`config.mk`:
```
export PLATFORM = sky130hd
export DESIGN_NAME = dist_network_top
export DESIGN_NICKNAME = d
export VERILOG_FILES = /design/src/verilog/dist_flit_pkg.sv /design/src/verilog/dist_ctrl_pkg.sv /design/src/verilog/dist_ingress.sv /design/src/verilog/dist_node_stage.sv /design/src/verilog/linear_unicast_chain.sv /design/src/verilog/dist_network_top.sv
export VERILOG_INCLUDE_DIRS = /design/src /design/src/verilog
export SDC_FILE = /design/constraint.sdc
export NUM_CORES = 1
export LEC_CHECK = 0
export CORE_MARGIN = 2
export CORE_UTILIZATION = 25
export CTS_CLUSTER_DIAMETER = 80
export DETAILED_ROUTE_END_ITERATION = 10
export DONT_BUFFER_PORTS = 1
export SYNTH_ARGS = -nofsm -noshare
export SYNTH_HDL_FRONTEND = slang
export SYNTH_SLANG_ARGS = --single-unit
```
`constraint.sdc`:
```
create_clock -name CLK -period 3 [get_ports CLK]
set_input_delay 0.6 -clock CLK [delete_from_list [all_inputs] [get_ports CLK]]
set_output_delay 0.6 -clock CLK [all_outputs]
set_load 0.02 [all_outputs]
```
`src/verilog/dist_settings.svh`:
```
`ifndef DIST_SETTINGS_SVH
`define DIST_SETTINGS_SVH

// width of one payload word
`define DIST_DATA_WIDTH 25

// processing-element ports on the chain
`define DIST_NUM_NODE 16

// node index width, log2 of the node count
`define DIST_DEST_WIDTH 4

`endif

```
`src/verilog/dist_flit_pkg.sv`:
```
`include "dist_settings.svh"

////////////////////////////////////////////////////////////////////////////
// flit-side types shared by ingress, chain and top
////////////////////////////////////////////////////////////////////////////

package dist_flit_pkg;

	// one payload word carried by a flit
	typedef logic [`DIST_DATA_WIDTH-1:0] data_t;

	// destination tag, index of a node
	typedef logic [`DIST_DEST_WIDTH-1:0] dest_t;

	// one bit per node, bit d selects node d
	// also the shape of the per-node valid vector
	typedef logic [`DIST_NUM_NODE-1:0] mask_t;

endpackage

```
`src/verilog/dist_ctrl_pkg.sv`:
```
`include "dist_settings.svh"

////////////////////////////////////////////////////////////////////////////
// control encodings of the host side and the ingress FSM
////////////////////////////////////////////////////////////////////////////

package dist_ctrl_pkg;

	// host command
	typedef enum logic [1:0] {
		OP_NOP       = 2'd0,
		OP_UNICAST   = 2'd1,
		OP_MULTICAST = 2'd2
	} opcode_t;

	// ingress sequencer
	typedef enum logic {
		ST_IDLE = 1'b0,
		ST_WALK = 1'b1
	} ingress_state_t;

endpackage

```
`src/verilog/dist_ingress.sv`:
```
////////////////////////////////////////////////////////////////////////////
// ingress sequencer
// turns host commands into destination-tagged flits for the chain
////////////////////////////////////////////////////////////////////////////

module dist_ingress (
	input  logic                   CLK,
	input  logic                   i_rst_n,
	input  logic                   i_en,
	input  logic                   i_cmd_valid,
	input  dist_ctrl_pkg::opcode_t i_opcode,
	input  dist_flit_pkg::data_t   i_data,
	input  dist_flit_pkg::dest_t   i_dest,
	input  dist_flit_pkg::mask_t   i_mask,
	output logic                   o_busy,
	output logic                   o_flit_valid,
	output dist_flit_pkg::data_t   o_flit_data,
	output dist_flit_pkg::dest_t   o_flit_dest
);

	// FSM and walk state
	dist_ctrl_pkg::ingress_state_t state_q;
	dist_flit_pkg::mask_t          rem_mask_q;
	dist_flit_pkg::mask_t          rem_next;
	dist_flit_pkg::dest_t          low_idx;

	// staged unicast, one cycle ahead of the flit register
	logic                          uni_pend_q;
	dist_flit_pkg::dest_t          uni_dest_q;

	// word of the current command
	dist_flit_pkg::data_t          data_q;

	// command decode
	logic                          accept;
	logic                          uni_go;
	logic                          mc_go;

	// next flit
	logic                          flit_valid_d;
	dist_flit_pkg::dest_t          flit_dest_d;

	assign o_busy = (state_q == dist_ctrl_pkg::ST_WALK);

	// busy blocks new commands, so does a disabled network
	assign accept = i_cmd_valid && i_en && !o_busy;
	assign uni_go = accept && (i_opcode == dist_ctrl_pkg::OP_UNICAST);
	// empty mask sends nothing, stays idle
	assign mc_go  = accept && (i_opcode == dist_ctrl_pkg::OP_MULTICAST) && (|i_mask);

	////////////////////////////////////////////////////////////////////////////
	// lowest set bit of the remaining mask
	////////////////////////////////////////////////////////////////////////////

	// priority encoder, scan downward so the lowest index wins
	always_comb
	begin
		low_idx = '0;
		for (int d = $bits(dist_flit_pkg::mask_t) - 1; d >= 0; d--)
		begin
			if (rem_mask_q[d])
				low_idx = dist_flit_pkg::dest_t'(d);
		end
	end

	// drop the lowest set bit
	assign rem_next = rem_mask_q & (rem_mask_q - dist_flit_pkg::mask_t'(1));

	// walk and staged unicast never overlap
	assign flit_valid_d = o_busy || uni_pend_q;
	assign flit_dest_d  = o_busy ? low_idx : (uni_pend_q ? uni_dest_q : '0);

	////////////////////////////////////////////////////////////////////////////
	// control and flit registers
	////////////////////////////////////////////////////////////////////////////

	always_ff @(posedge CLK or negedge i_rst_n)
	begin
		if (!i_rst_n)
		begin
			state_q      <= dist_ctrl_pkg::ST_IDLE;
			rem_mask_q   <= '0;
			uni_pend_q   <= 1'b0;
			o_flit_valid <= 1'b0;
			o_flit_data  <= '0;
			o_flit_dest  <= '0;
		end
		else if (!i_en)
		begin
			// walk pauses with state and mask held
			// a staged unicast counts as in flight and is dropped
			uni_pend_q   <= 1'b0;
			o_flit_valid <= 1'b0;
			o_flit_data  <= '0;
			o_flit_dest  <= '0;
		end
		else
		begin
			uni_pend_q   <= uni_go;
			o_flit_valid <= flit_valid_d;
			// dummy data is zero
			o_flit_data  <= flit_valid_d ? data_q : '0;
			o_flit_dest  <= flit_dest_d;

			case (state_q)
				dist_ctrl_pkg::ST_IDLE:
				begin
					if (mc_go)
					begin
						rem_mask_q <= i_mask;
						state_q    <= dist_ctrl_pkg::ST_WALK;
					end
				end
				dist_ctrl_pkg::ST_WALK:
				begin
					rem_mask_q <= rem_next;
					// last flit goes out on this edge
					if (rem_next == '0)
						state_q <= dist_ctrl_pkg::ST_IDLE;
				end
				default:
				begin
					state_q <= dist_ctrl_pkg::ST_IDLE;
				end
			endcase
		end
	end

	// payload latch, taken on every accepted command that sends something
	always_ff @(posedge CLK)
	begin
		if (uni_go || mc_go)
		begin
			data_q     <= i_data;
			uni_dest_q <= i_dest;
		end
	end

endmodule

```
`src/verilog/dist_node_stage.sv`:
```
////////////////////////////////////////////////////////////////////////////
// one stage of the linear chain
// tag match onto the local port, forward to the next stage
////////////////////////////////////////////////////////////////////////////

module dist_node_stage #(
	parameter int unsigned NODE_INDEX = 0
) (
	input  logic                 CLK,
	input  logic                 i_rst_n,
	input  logic                 i_en,
	input  logic                 i_valid,
	input  dist_flit_pkg::data_t i_data,
	input  dist_flit_pkg::dest_t i_dest,
	output logic                 o_valid,
	output dist_flit_pkg::data_t o_data,
	output dist_flit_pkg::dest_t o_dest,
	output logic                 o_node_valid,
	output dist_flit_pkg::data_t o_node_data
);

	// flit is for this node
	logic hit;

	assign hit = i_valid && (i_dest == dist_flit_pkg::dest_t'(NODE_INDEX));

	////////////////////////////////////////////////////////////////////////////
	// forward register, feeds stage NODE_INDEX+1
	////////////////////////////////////////////////////////////////////////////

	always_ff @(posedge CLK or negedge i_rst_n)
	begin
		if (!i_rst_n)
		begin
			o_valid <= 1'b0;
			o_data  <= '0;
			o_dest  <= '0;
		end
		else if (!i_en)
		begin
			// disabled, flits in flight are dropped
			o_valid <= 1'b0;
			o_data  <= '0;
			o_dest  <= '0;
		end
		else
		begin
			// every flit moves on, matched or not
			o_valid <= i_valid;
			o_data  <= i_data;
			o_dest  <= i_dest;
		end
	end

	////////////////////////////////////////////////////////////////////////////
	// port register
	////////////////////////////////////////////////////////////////////////////

	always_ff @(posedge CLK or negedge i_rst_n)
	begin
		if (!i_rst_n)
		begin
			o_node_valid <= 1'b0;
			o_node_data  <= '0;
		end
		else if (!i_en || !hit)
		begin
			// port idles at zero
			o_node_valid <= 1'b0;
			o_node_data  <= '0;
		end
		else
		begin
			o_node_valid <= 1'b1;
			o_node_data  <= i_data;
		end
	end

endmodule

```
`src/verilog/linear_unicast_chain.sv`:
```
`include "dist_settings.svh"

////////////////////////////////////////////////////////////////////////////
// linear chain of node stages
// node d sees a flit d cycles after node 0
////////////////////////////////////////////////////////////////////////////

module linear_unicast_chain (
	input  logic                                        CLK,
	input  logic                                        i_rst_n,
	input  logic                                        i_en,
	input  logic                                        i_valid,
	input  dist_flit_pkg::data_t                        i_data,
	input  dist_flit_pkg::dest_t                        i_dest,
	output dist_flit_pkg::mask_t                        o_node_valid,
	// node d on slice [d*DIST_DATA_WIDTH +: DIST_DATA_WIDTH]
	output logic [`DIST_NUM_NODE*`DIST_DATA_WIDTH-1:0]  o_node_data
);

	// stage k forward outputs, read by stage k+1
	logic                 fwd_valid [0:`DIST_NUM_NODE-2];
	dist_flit_pkg::data_t fwd_data  [0:`DIST_NUM_NODE-2];
	dist_flit_pkg::dest_t fwd_dest  [0:`DIST_NUM_NODE-2];

	for (genvar k = 0; k < `DIST_NUM_NODE; k++)
	begin : g_node
		logic                 in_valid;
		dist_flit_pkg::data_t in_data;
		dist_flit_pkg::dest_t in_dest;

		// head stage takes the chain inputs
		if (k == 0)
		begin : g_head
			assign in_valid = i_valid;
			assign in_data  = i_data;
			assign in_dest  = i_dest;
		end
		else
		begin : g_link
			assign in_valid = fwd_valid[k-1];
			assign in_data  = fwd_data[k-1];
			assign in_dest  = fwd_dest[k-1];
		end

		if (k < `DIST_NUM_NODE - 1)
		begin : g_mid
			dist_node_stage #(.NODE_INDEX(k)) u_stage (
				.CLK          (CLK),
				.i_rst_n      (i_rst_n),
				.i_en         (i_en),
				.i_valid      (in_valid),
				.i_data       (in_data),
				.i_dest       (in_dest),
				.o_valid      (fwd_valid[k]),
				.o_data       (fwd_data[k]),
				.o_dest       (fwd_dest[k]),
				.o_node_valid (o_node_valid[k]),
				.o_node_data  (o_node_data[k*`DIST_DATA_WIDTH +: `DIST_DATA_WIDTH])
			);
		end
		else
		begin : g_tail
			// end of the chain, nothing to forward to
			dist_node_stage #(.NODE_INDEX(k)) u_stage (
				.CLK          (CLK),
				.i_rst_n      (i_rst_n),
				.i_en         (i_en),
				.i_valid      (in_valid),
				.i_data       (in_data),
				.i_dest       (in_dest),
				.o_valid      (),
				.o_data       (),
				.o_dest       (),
				.o_node_valid (o_node_valid[k]),
				.o_node_data  (o_node_data[k*`DIST_DATA_WIDTH +: `DIST_DATA_WIDTH])
			);
		end
	end

endmodule

```
`src/verilog/dist_network_top.sv`:
```
////////////////////////////////////////////////////////////////////////////
// distribution network top
// host commands -> ingress sequencer -> linear chain -> PE ports
////////////////////////////////////////////////////////////////////////////

module dist_network_top (
	input  logic                   CLK,
	input  logic                   i_rst_n,
	// network enable level
	input  logic                   i_en,
	// host command, one-cycle strobe
	input  logic                   i_cmd_valid,
	input  dist_ctrl_pkg::opcode_t i_opcode,
	input  dist_flit_pkg::data_t   i_data,
	input  dist_flit_pkg::dest_t   i_dest,
	input  dist_flit_pkg::mask_t   i_mask,
	// high while a multicast is being walked
	output logic                   o_busy,
	// PE ports
	output dist_flit_pkg::mask_t   o_node_valid,
	output logic [$bits(dist_flit_pkg::mask_t)*$bits(dist_flit_pkg::data_t)-1:0] o_node_data
);

	// ingress to chain
	logic                 flit_valid;
	dist_flit_pkg::data_t flit_data;
	dist_flit_pkg::dest_t flit_dest;

	dist_ingress u_ingress (
		.CLK          (CLK),
		.i_rst_n      (i_rst_n),
		.i_en         (i_en),
		.i_cmd_valid  (i_cmd_valid),
		.i_opcode     (i_opcode),
		.i_data       (i_data),
		.i_dest       (i_dest),
		.i_mask       (i_mask),
		.o_busy       (o_busy),
		.o_flit_valid (flit_valid),
		.o_flit_data  (flit_data),
		.o_flit_dest  (flit_dest)
	);

	// one stage per PE
	linear_unicast_chain u_chain (
		.CLK          (CLK),
		.i_rst_n      (i_rst_n),
		.i_en         (i_en),
		.i_valid      (flit_valid),
		.i_data       (flit_data),
		.i_dest       (flit_dest),
		.o_node_valid (o_node_valid),
		.o_node_data  (o_node_data)
	);

endmodule

```
Yosys cells after proc, flatten, opt, wreduce, memory -nomap -nowiden
Cells that the tools add are included.
W data, S select, Z words.
- register bits: 943
- latch bits: 0
- RAM bits: 0
- memory bits (read-only): 0
- input port bits: 51
- output and inout port bits: 417
- logic and storage cells: 272
- memories: 0
- add/subtract/negate cells: 1
- multiply operators: 0
- divide/modulo/power cells: 0
- order comparisons: 0
- equal/unequal tests: 18
- shifts and indexed selects: 0
- mux-type cells: 105
- bitwise gates (word level): 2
- reductions and logical operators: 61
- operators by type and width (cell ; number):
    $mux W25 ; 33
    $mux W4 ; 34
    $mux W1 ; 35
    $eq A4 B4 Y1 const B ; 8
    $pmux W16 S2 ; 1
    $logic_and A1 B1 Y1 ; 21
    $logic_not A1 Y1 ; 18
    $logic_or A1 B1 Y1 ; 18
    $and A16 B16 Y16 ; 1
    $eq A4 B3 Y1 const B ; 4
    $logic_not A16 Y1 ; 1
    $mux W16 ; 1
    $reduce_or A16 Y1 ; 1
    $sub A16 B1 Y16 const B ; 1
    $eq A4 B2 Y1 const B ; 2
    $eq A4 B1 Y1 const B ; 1
    $logic_not A4 Y1 ; 1
    $eq A2 B1 Y1 const B ; 1
    $eq A2 B2 Y1 const B ; 1
    $ne A2 B1 Y1 const B ; 1
    $pmux W1 S2 ; 1
    $reduce_and A2 Y1 ; 1
    $not A1 Y1 ; 1

Longest topological paths before layout
- word-level depth: 18
- mapped depth: 8
- mapped depth without buffers: 6

By module
Synthesis repeated with hierarchy kept, for this count alone.
- cells, all modules: 2206
- area total of the unflattened synthesis: 32427.4 µm²
- by module, submodules not included (module ; times used ; cells an instance ; area an instance (µm²) ; seq. area each (µm²)):
    dist_node_stage (u_chain.g_node[10].g_mid.u_stage ...) ; 4 ; 122 ; 1830.5 ; 1401.3
    dist_node_stage (u_chain.g_node[12].g_mid.u_stage ...) ; 3 ; 122 ; 1825.5 ; 1401.3
    dist_node_stage (u_chain.g_node[11].g_mid.u_stage ...) ; 2 ; 122 ; 1834.3 ; 1401.3
    dist_node_stage (u_chain.g_node[13].g_mid.u_stage ...) ; 2 ; 124 ; 1831.8 ; 1401.3
    dist_node_stage (u_chain.g_node[1].g_mid.u_stage ...) ; 2 ; 121 ; 1826.8 ; 1401.3
    dist_ingress ; 1 ; 252 ; 3125.5 ; 2072.0
    dist_node_stage (u_chain.g_node[3].g_mid.u_stage) ; 1 ; 122 ; 1851.8 ; 1401.3
    dist_node_stage (u_chain.g_node[15].g_tail.u_stage) ; 1 ; 123 ; 1841.8 ; 1401.3
    dist_node_stage (u_chain.g_node[0].g_mid.u_stage) ; 1 ; 121 ; 1824.2 ; 1401.3

Worst setup path after synthesis
Ideal clock, no wire load.
- kind: register to register
- from: register u_ingress.state_q, in the netlist u_ingress.o_busy
- to: register u_ingress.data_q[0], enable pin
- setup time: 387 ps
- arrival time: 2293 ps
- required time: 2613 ps
- slack: 320 ps
- cell stages (with the launch flop): 8
- buffers on the path: 3
- period minus slack after synthesis: 2680 ps
- cell sequence: dfrtp_1 clkbuf_1 inv_2 and3_1 and4b_1 buf_2 buf_2 or2_1
- longest elaborated chain between the ends: 5
- elaborated cells between the ends (all ways): 6
- those cells by class: 6 x reduce/logical
- RTL lines (element ; line ; RTL):
    start: declaration ; dist_ingress.sv:22 ; dist_ctrl_pkg::ingress_state_t state_q;
    start signal: assignment ; dist_ingress.sv:81 ; state_q <= dist_ctrl_pkg::ST_IDLE;
    start signal: assignment ; dist_ingress.sv:111 ; state_q <= dist_ctrl_pkg::ST_WALK;
    start signal: assignment ; dist_ingress.sv:119 ; state_q <= dist_ctrl_pkg::ST_IDLE;
    $logic_not A1 Y1 * ; dist_ingress.sv:46 ; assign accept = i_cmd_valid && i_en && !o_busy;
    $logic_and A1 B1 Y1 * ; dist_ingress.sv:46 ;
    $logic_and A1 B1 Y1 (2 in series) ; dist_ingress.sv:49 ; assign mc_go = accept && (i_opcode == dist_ctrl_pkg::OP_MULTICAST) && (|i_mask);
    $logic_or A1 B1 Y1 * ; dist_ingress.sv:132 ; if (uni_go || mc_go)
    end signal: assignment ; dist_ingress.sv:134 ; data_q <= i_data;
    end: declaration ; dist_ingress.sv:32 ; dist_flit_pkg::data_t data_q;
Every way passes the cells marked *; elsewhere a longest branch is shown, timed or not.
A chain may end at the register's enable or synchronous reset.

Worst setup path in the final report
- from: input port i_en
- to: register u_ingress.rem_mask_q[13]
- longest elaborated chain between the ends: 6
- RTL lines (element ; line ; RTL):
    start: declaration ; dist_network_top.sv:10 ; input logic i_en,
    $logic_and A1 B1 Y1 (2 in series) ; dist_ingress.sv:46 ;
    $logic_and A1 B1 Y1 (2 in series) ; dist_ingress.sv:49 ;
    $ne A2 B1 Y1 (no line) ; n/a ;
    $reduce_and A2 Y1 (no line) * ; n/a ;
    end signal: assignment ; dist_ingress.sv:110 ; rem_mask_q <= i_mask;
    end signal: assignment ; dist_ingress.sv:116 ; rem_mask_q <= rem_next;
    end: declaration ; dist_ingress.sv:23 ; dist_flit_pkg::mask_t rem_mask_q;
Marked as above.

==> run_results.csv <==
group,metric,value,unit
run_status,status,"complete, but fails checks",
run_status,violations,"max-slew violations",
sta,fin_crit_sh,81.0,%
logic_synthesis,ys_ff_latch,943,
finish,fillers,12200,
critical_path,cp_num_cells,5,
sta,fin_crit,2430,ps
finish,area_growth,19.0,%
finish,fin_util,30.1,%
logic_synthesis,syn-mean-instance-area,14.6,um^2
logic_synthesis,ys_seq_area_share,77.0,%
cts,hold_buffers,35,
min_path,worstHoldPathType,"input port to async pin",
sta,slew_viol_final,96,
finish,nets,2212,
sta,tightest_slew,1560,ps
logic_synthesis,synth_nets,2170,
cts,clock_sinks,943,
floorplan,ios,468,
sta,finClkSkew,30.4,ps
placement,place_ws,804,ps
critical_path,critPathTopFamily,"simple AND/OR/NAND/NOR gates",
logic_synthesis,synth_area,30800,um^2
sta,max_slew_margin,-4.20,%
drt,first_iter_violations,967,
finish,drive_gt1_share,10.0,%
cts,cts_setup_buffers,0,
cts,clk_latency,700,ps
sta,tns,0,ps
placement,dpl.hpwl,49300,um
drt,drc,0,
grt,track_usage,11.8,%
placement,port_buffers,0,
floorplan,core,122000,um^2
pwr,p_leak,18.6,nW
cts,cts_tree,"built",
pwr,power.density,748,nW/um^2
pwr,ir_drop,0.617,mV
placement,placed_area,32700,um^2
critical_path,endpoint,"u_ingress.rem_mask_q[13]",
grt,grt_pass1_vias,16400,
sta,setup_viol_count_final,0,
critical_path,slowest_stage,"and3_1",
cts,postCtsResizedCells,0,
floorplan,num_rows,128,
cts,clockRootBuffer,"clkbuf_16",
critical_path,rr_worst_depth,6,
critical_path,end_kind,"flip-flop",
placement,gp_congestion,0.793,
grt,grt_overflow,0,
drt,drtPass1Iterations,4,
floorplan,dieArea,126000,um^2
critical_path,crit_start,"i_en",
sta,fin_ws,570,ps
critical_path,timing.rr.end,"u_ingress.o_busy",
flow_run,maxCapViolCount,0,
logic_synthesis,synth_cell_types,52,
grt,grt_pass1_wl,110000,um
sta,clock.fmax,412,MHz
logic_synthesis,synthFlopType,"dfrtp_1",
critical_path,crit_buf_inv,0,
drt,via_per_inst,3.93,
finish,final_area,36700,um^2
grt,grt_start_max_net_pins,915,
drt,drtAntennaViolNets,0,
critical_path,r2r_setup_slack,870,ps
critical_path,r2r-start,"u_ingress.rem_mask_q[3]",
critical_path,cp_max_fo,469,
cts,cts_made_buffers,101,
drt,vias,15200,
critical_path,startpoint_type,"input port",
floorplan,start_util,25.3,%
floorplan,die_h,355,um
sta,timing.hold.ws,27.4,ps
critical_path,cp_data_required_time,3620,ps
cts,cts-htree-levels,3,
logic_synthesis,postSynth.asyncResetShare,96.9,%
sta,rsz0062_at_grt,"no",
drt,drt-total-wl,74900,um
floorplan,fp.dieW,355,um
critical_path,critPathArrivalTime,3050,ps
critical_path,cp_slowest_stage_delay,570,ps
cts,clock_path_buffers,3,
grt,antenna_found_initial,12,
cts,clkTransAtPathRegs,60,ps
drt,route.detailed.wl_per_inst,19.3,um
finish,seq_area,23700,um^2
sta,hold_viol,0,
critical_path,crit_path_cell_trace,"and3_1, and4b_1, o21ai_1, o21ai_0, nand2_1",
logic_synthesis,synth-edff-count,29,
logic_synthesis,yosysWarnings,0,
critical_path,critPathKind,"input port to flip-flop",
finish,multi_input_area,6630,um^2
logic_synthesis,synthCells,2119,
[cell usage after synthesis, drive strengths merged, types with 9 or more instances]
cell type    n  share of area (%)
and3       176                3.6
nor2        14               0.17
nor4        11               0.29
edfxtp      29                2.8
buf         20               0.47
a21oi        9               0.15
clkbuf     112                1.4
nor3        10               0.16
dfrtp      914                 74
and2       707                 14
nand2       27               0.34
o21ai       20               0.32
[registers in the layout, summed over array words and instances, names as in the netlist, 4 cells and up]
register,flops
u_ingress.o_flit_data,25
u_ingress.data_q,25
u_chain.g_node.g_tail.u_stage.o_node_data,25
u_ingress.rem_mask_q,16
u_chain.g_node.g_mid.u_stage.o_node_valid,15
u_chain.g_node.g_mid.u_stage.o_dest,60
u_chain.g_node.g_mid.u_stage.o_node_data,375
u_chain.g_node.g_mid.u_stage.o_valid,15
u_ingress.uni_dest_q,4
u_ingress.o_flit_dest,4
u_chain.g_node.g_mid.u_stage.o_data,375
[through the flow]
step / instances / power [mW]
6_report: 3871 / 27.4
5_1_grt: 3870 / 28.6
4_1_cts: 3864 / 27.6
3_5_place_dp: 3642 / 14.5
3_3_place_gp: 3642 / 14.5
2_1_floorplan: 2119 / 14.2
[cells in the final DEF (no fill, tap or decap), types with 9 or more instances in the layout]
master,instances
nor2_1,14
clkbuf_8,23
dfrtp_1,914
buf_4,28
nand2_1,26
clkbuf_1,21
and2_1,703
a21oi_1,9
o21ai_0,12
and3_1,176
clkbuf_16,103
edfxtp_1,29
dlygate4sd3_1,36
[routing by layer]
metal,GRT usage (%),vias to the layer above,part of all wire [%]
met5,0,-,0
met4,3.74,0,2.5
met3,6.56,110,12
met2,18.7,576,46
met1,13.7,7700,39
li1,-,6833,-
[area by class of cell]
| type | count | share of cell area (%) |
|---|---|---|
| Clock inverter | 40 | 1.52 |
| Tap cell | 1625 | 5.54 |
| Timing Repair Buffer | 71 | 2.04 |
| Inverter | 5 | 0.0511 |
| Clock buffer | 147 | 8.10 |
| Sequential cell | 943 | 64.7 |
| Antenna cell | 1 | 0.00682 |
| Multi-Input combinational cell | 1039 | 18.1 |
[power breakdown]
part	leakage (nW)	total [mW]	switching [mW]	internal [mW]
Clock	1.73	12.9	5.20	7.66
Combinational	3.84	1.29	0.855	0.437
Sequential	13.0	13.3	0.250	13.0
[worst register-to-register path, stage by stage, from the launching register on]
cell	delay [ps]
dfrtp_1	470
nor4_4	560
nand2b_2	140
maj3_2	320
nand3b_4	160
nor4b_2	250
a31oi_1	100
[logic make-up after synthesis]
kind of cell / count (synthesis) / share of synthesized area, %
AND/OR/NAND/NOR: 978 / 19.8
flip-flops: 943 / 77.0
buffers and inverters: 137 / 1.90
AO/OA/AOI/OAI: 52 / 1.05
multiplexers: 7 / 0.227
adder cells (fa/ha/maj): 2 / 0.0730
[worst min path at each step]
stage | startpoint | endpoint | cells past startpoint
floorplan | i_rst_n | u_chain.g_node[0].g_mid.u_stage.o_data[0] | 0
global placement | i_rst_n | u_chain.g_node[15].g_tail.u_stage.o_node_data[24] | 0
detailed placement | i_rst_n | u_chain.g_node[15].g_tail.u_stage.o_node_data[24] | 0
CTS | i_rst_n | u_chain.g_node[12].g_mid.u_stage.o_node_data[24] | 0
global route | i_en | u_chain.g_node[12].g_mid.u_stage.o_data[1] | 1
finish | i_rst_n | u_chain.g_node[13].g_mid.u_stage.o_data[7] | 1
Power figures use the tool's default switching activity.
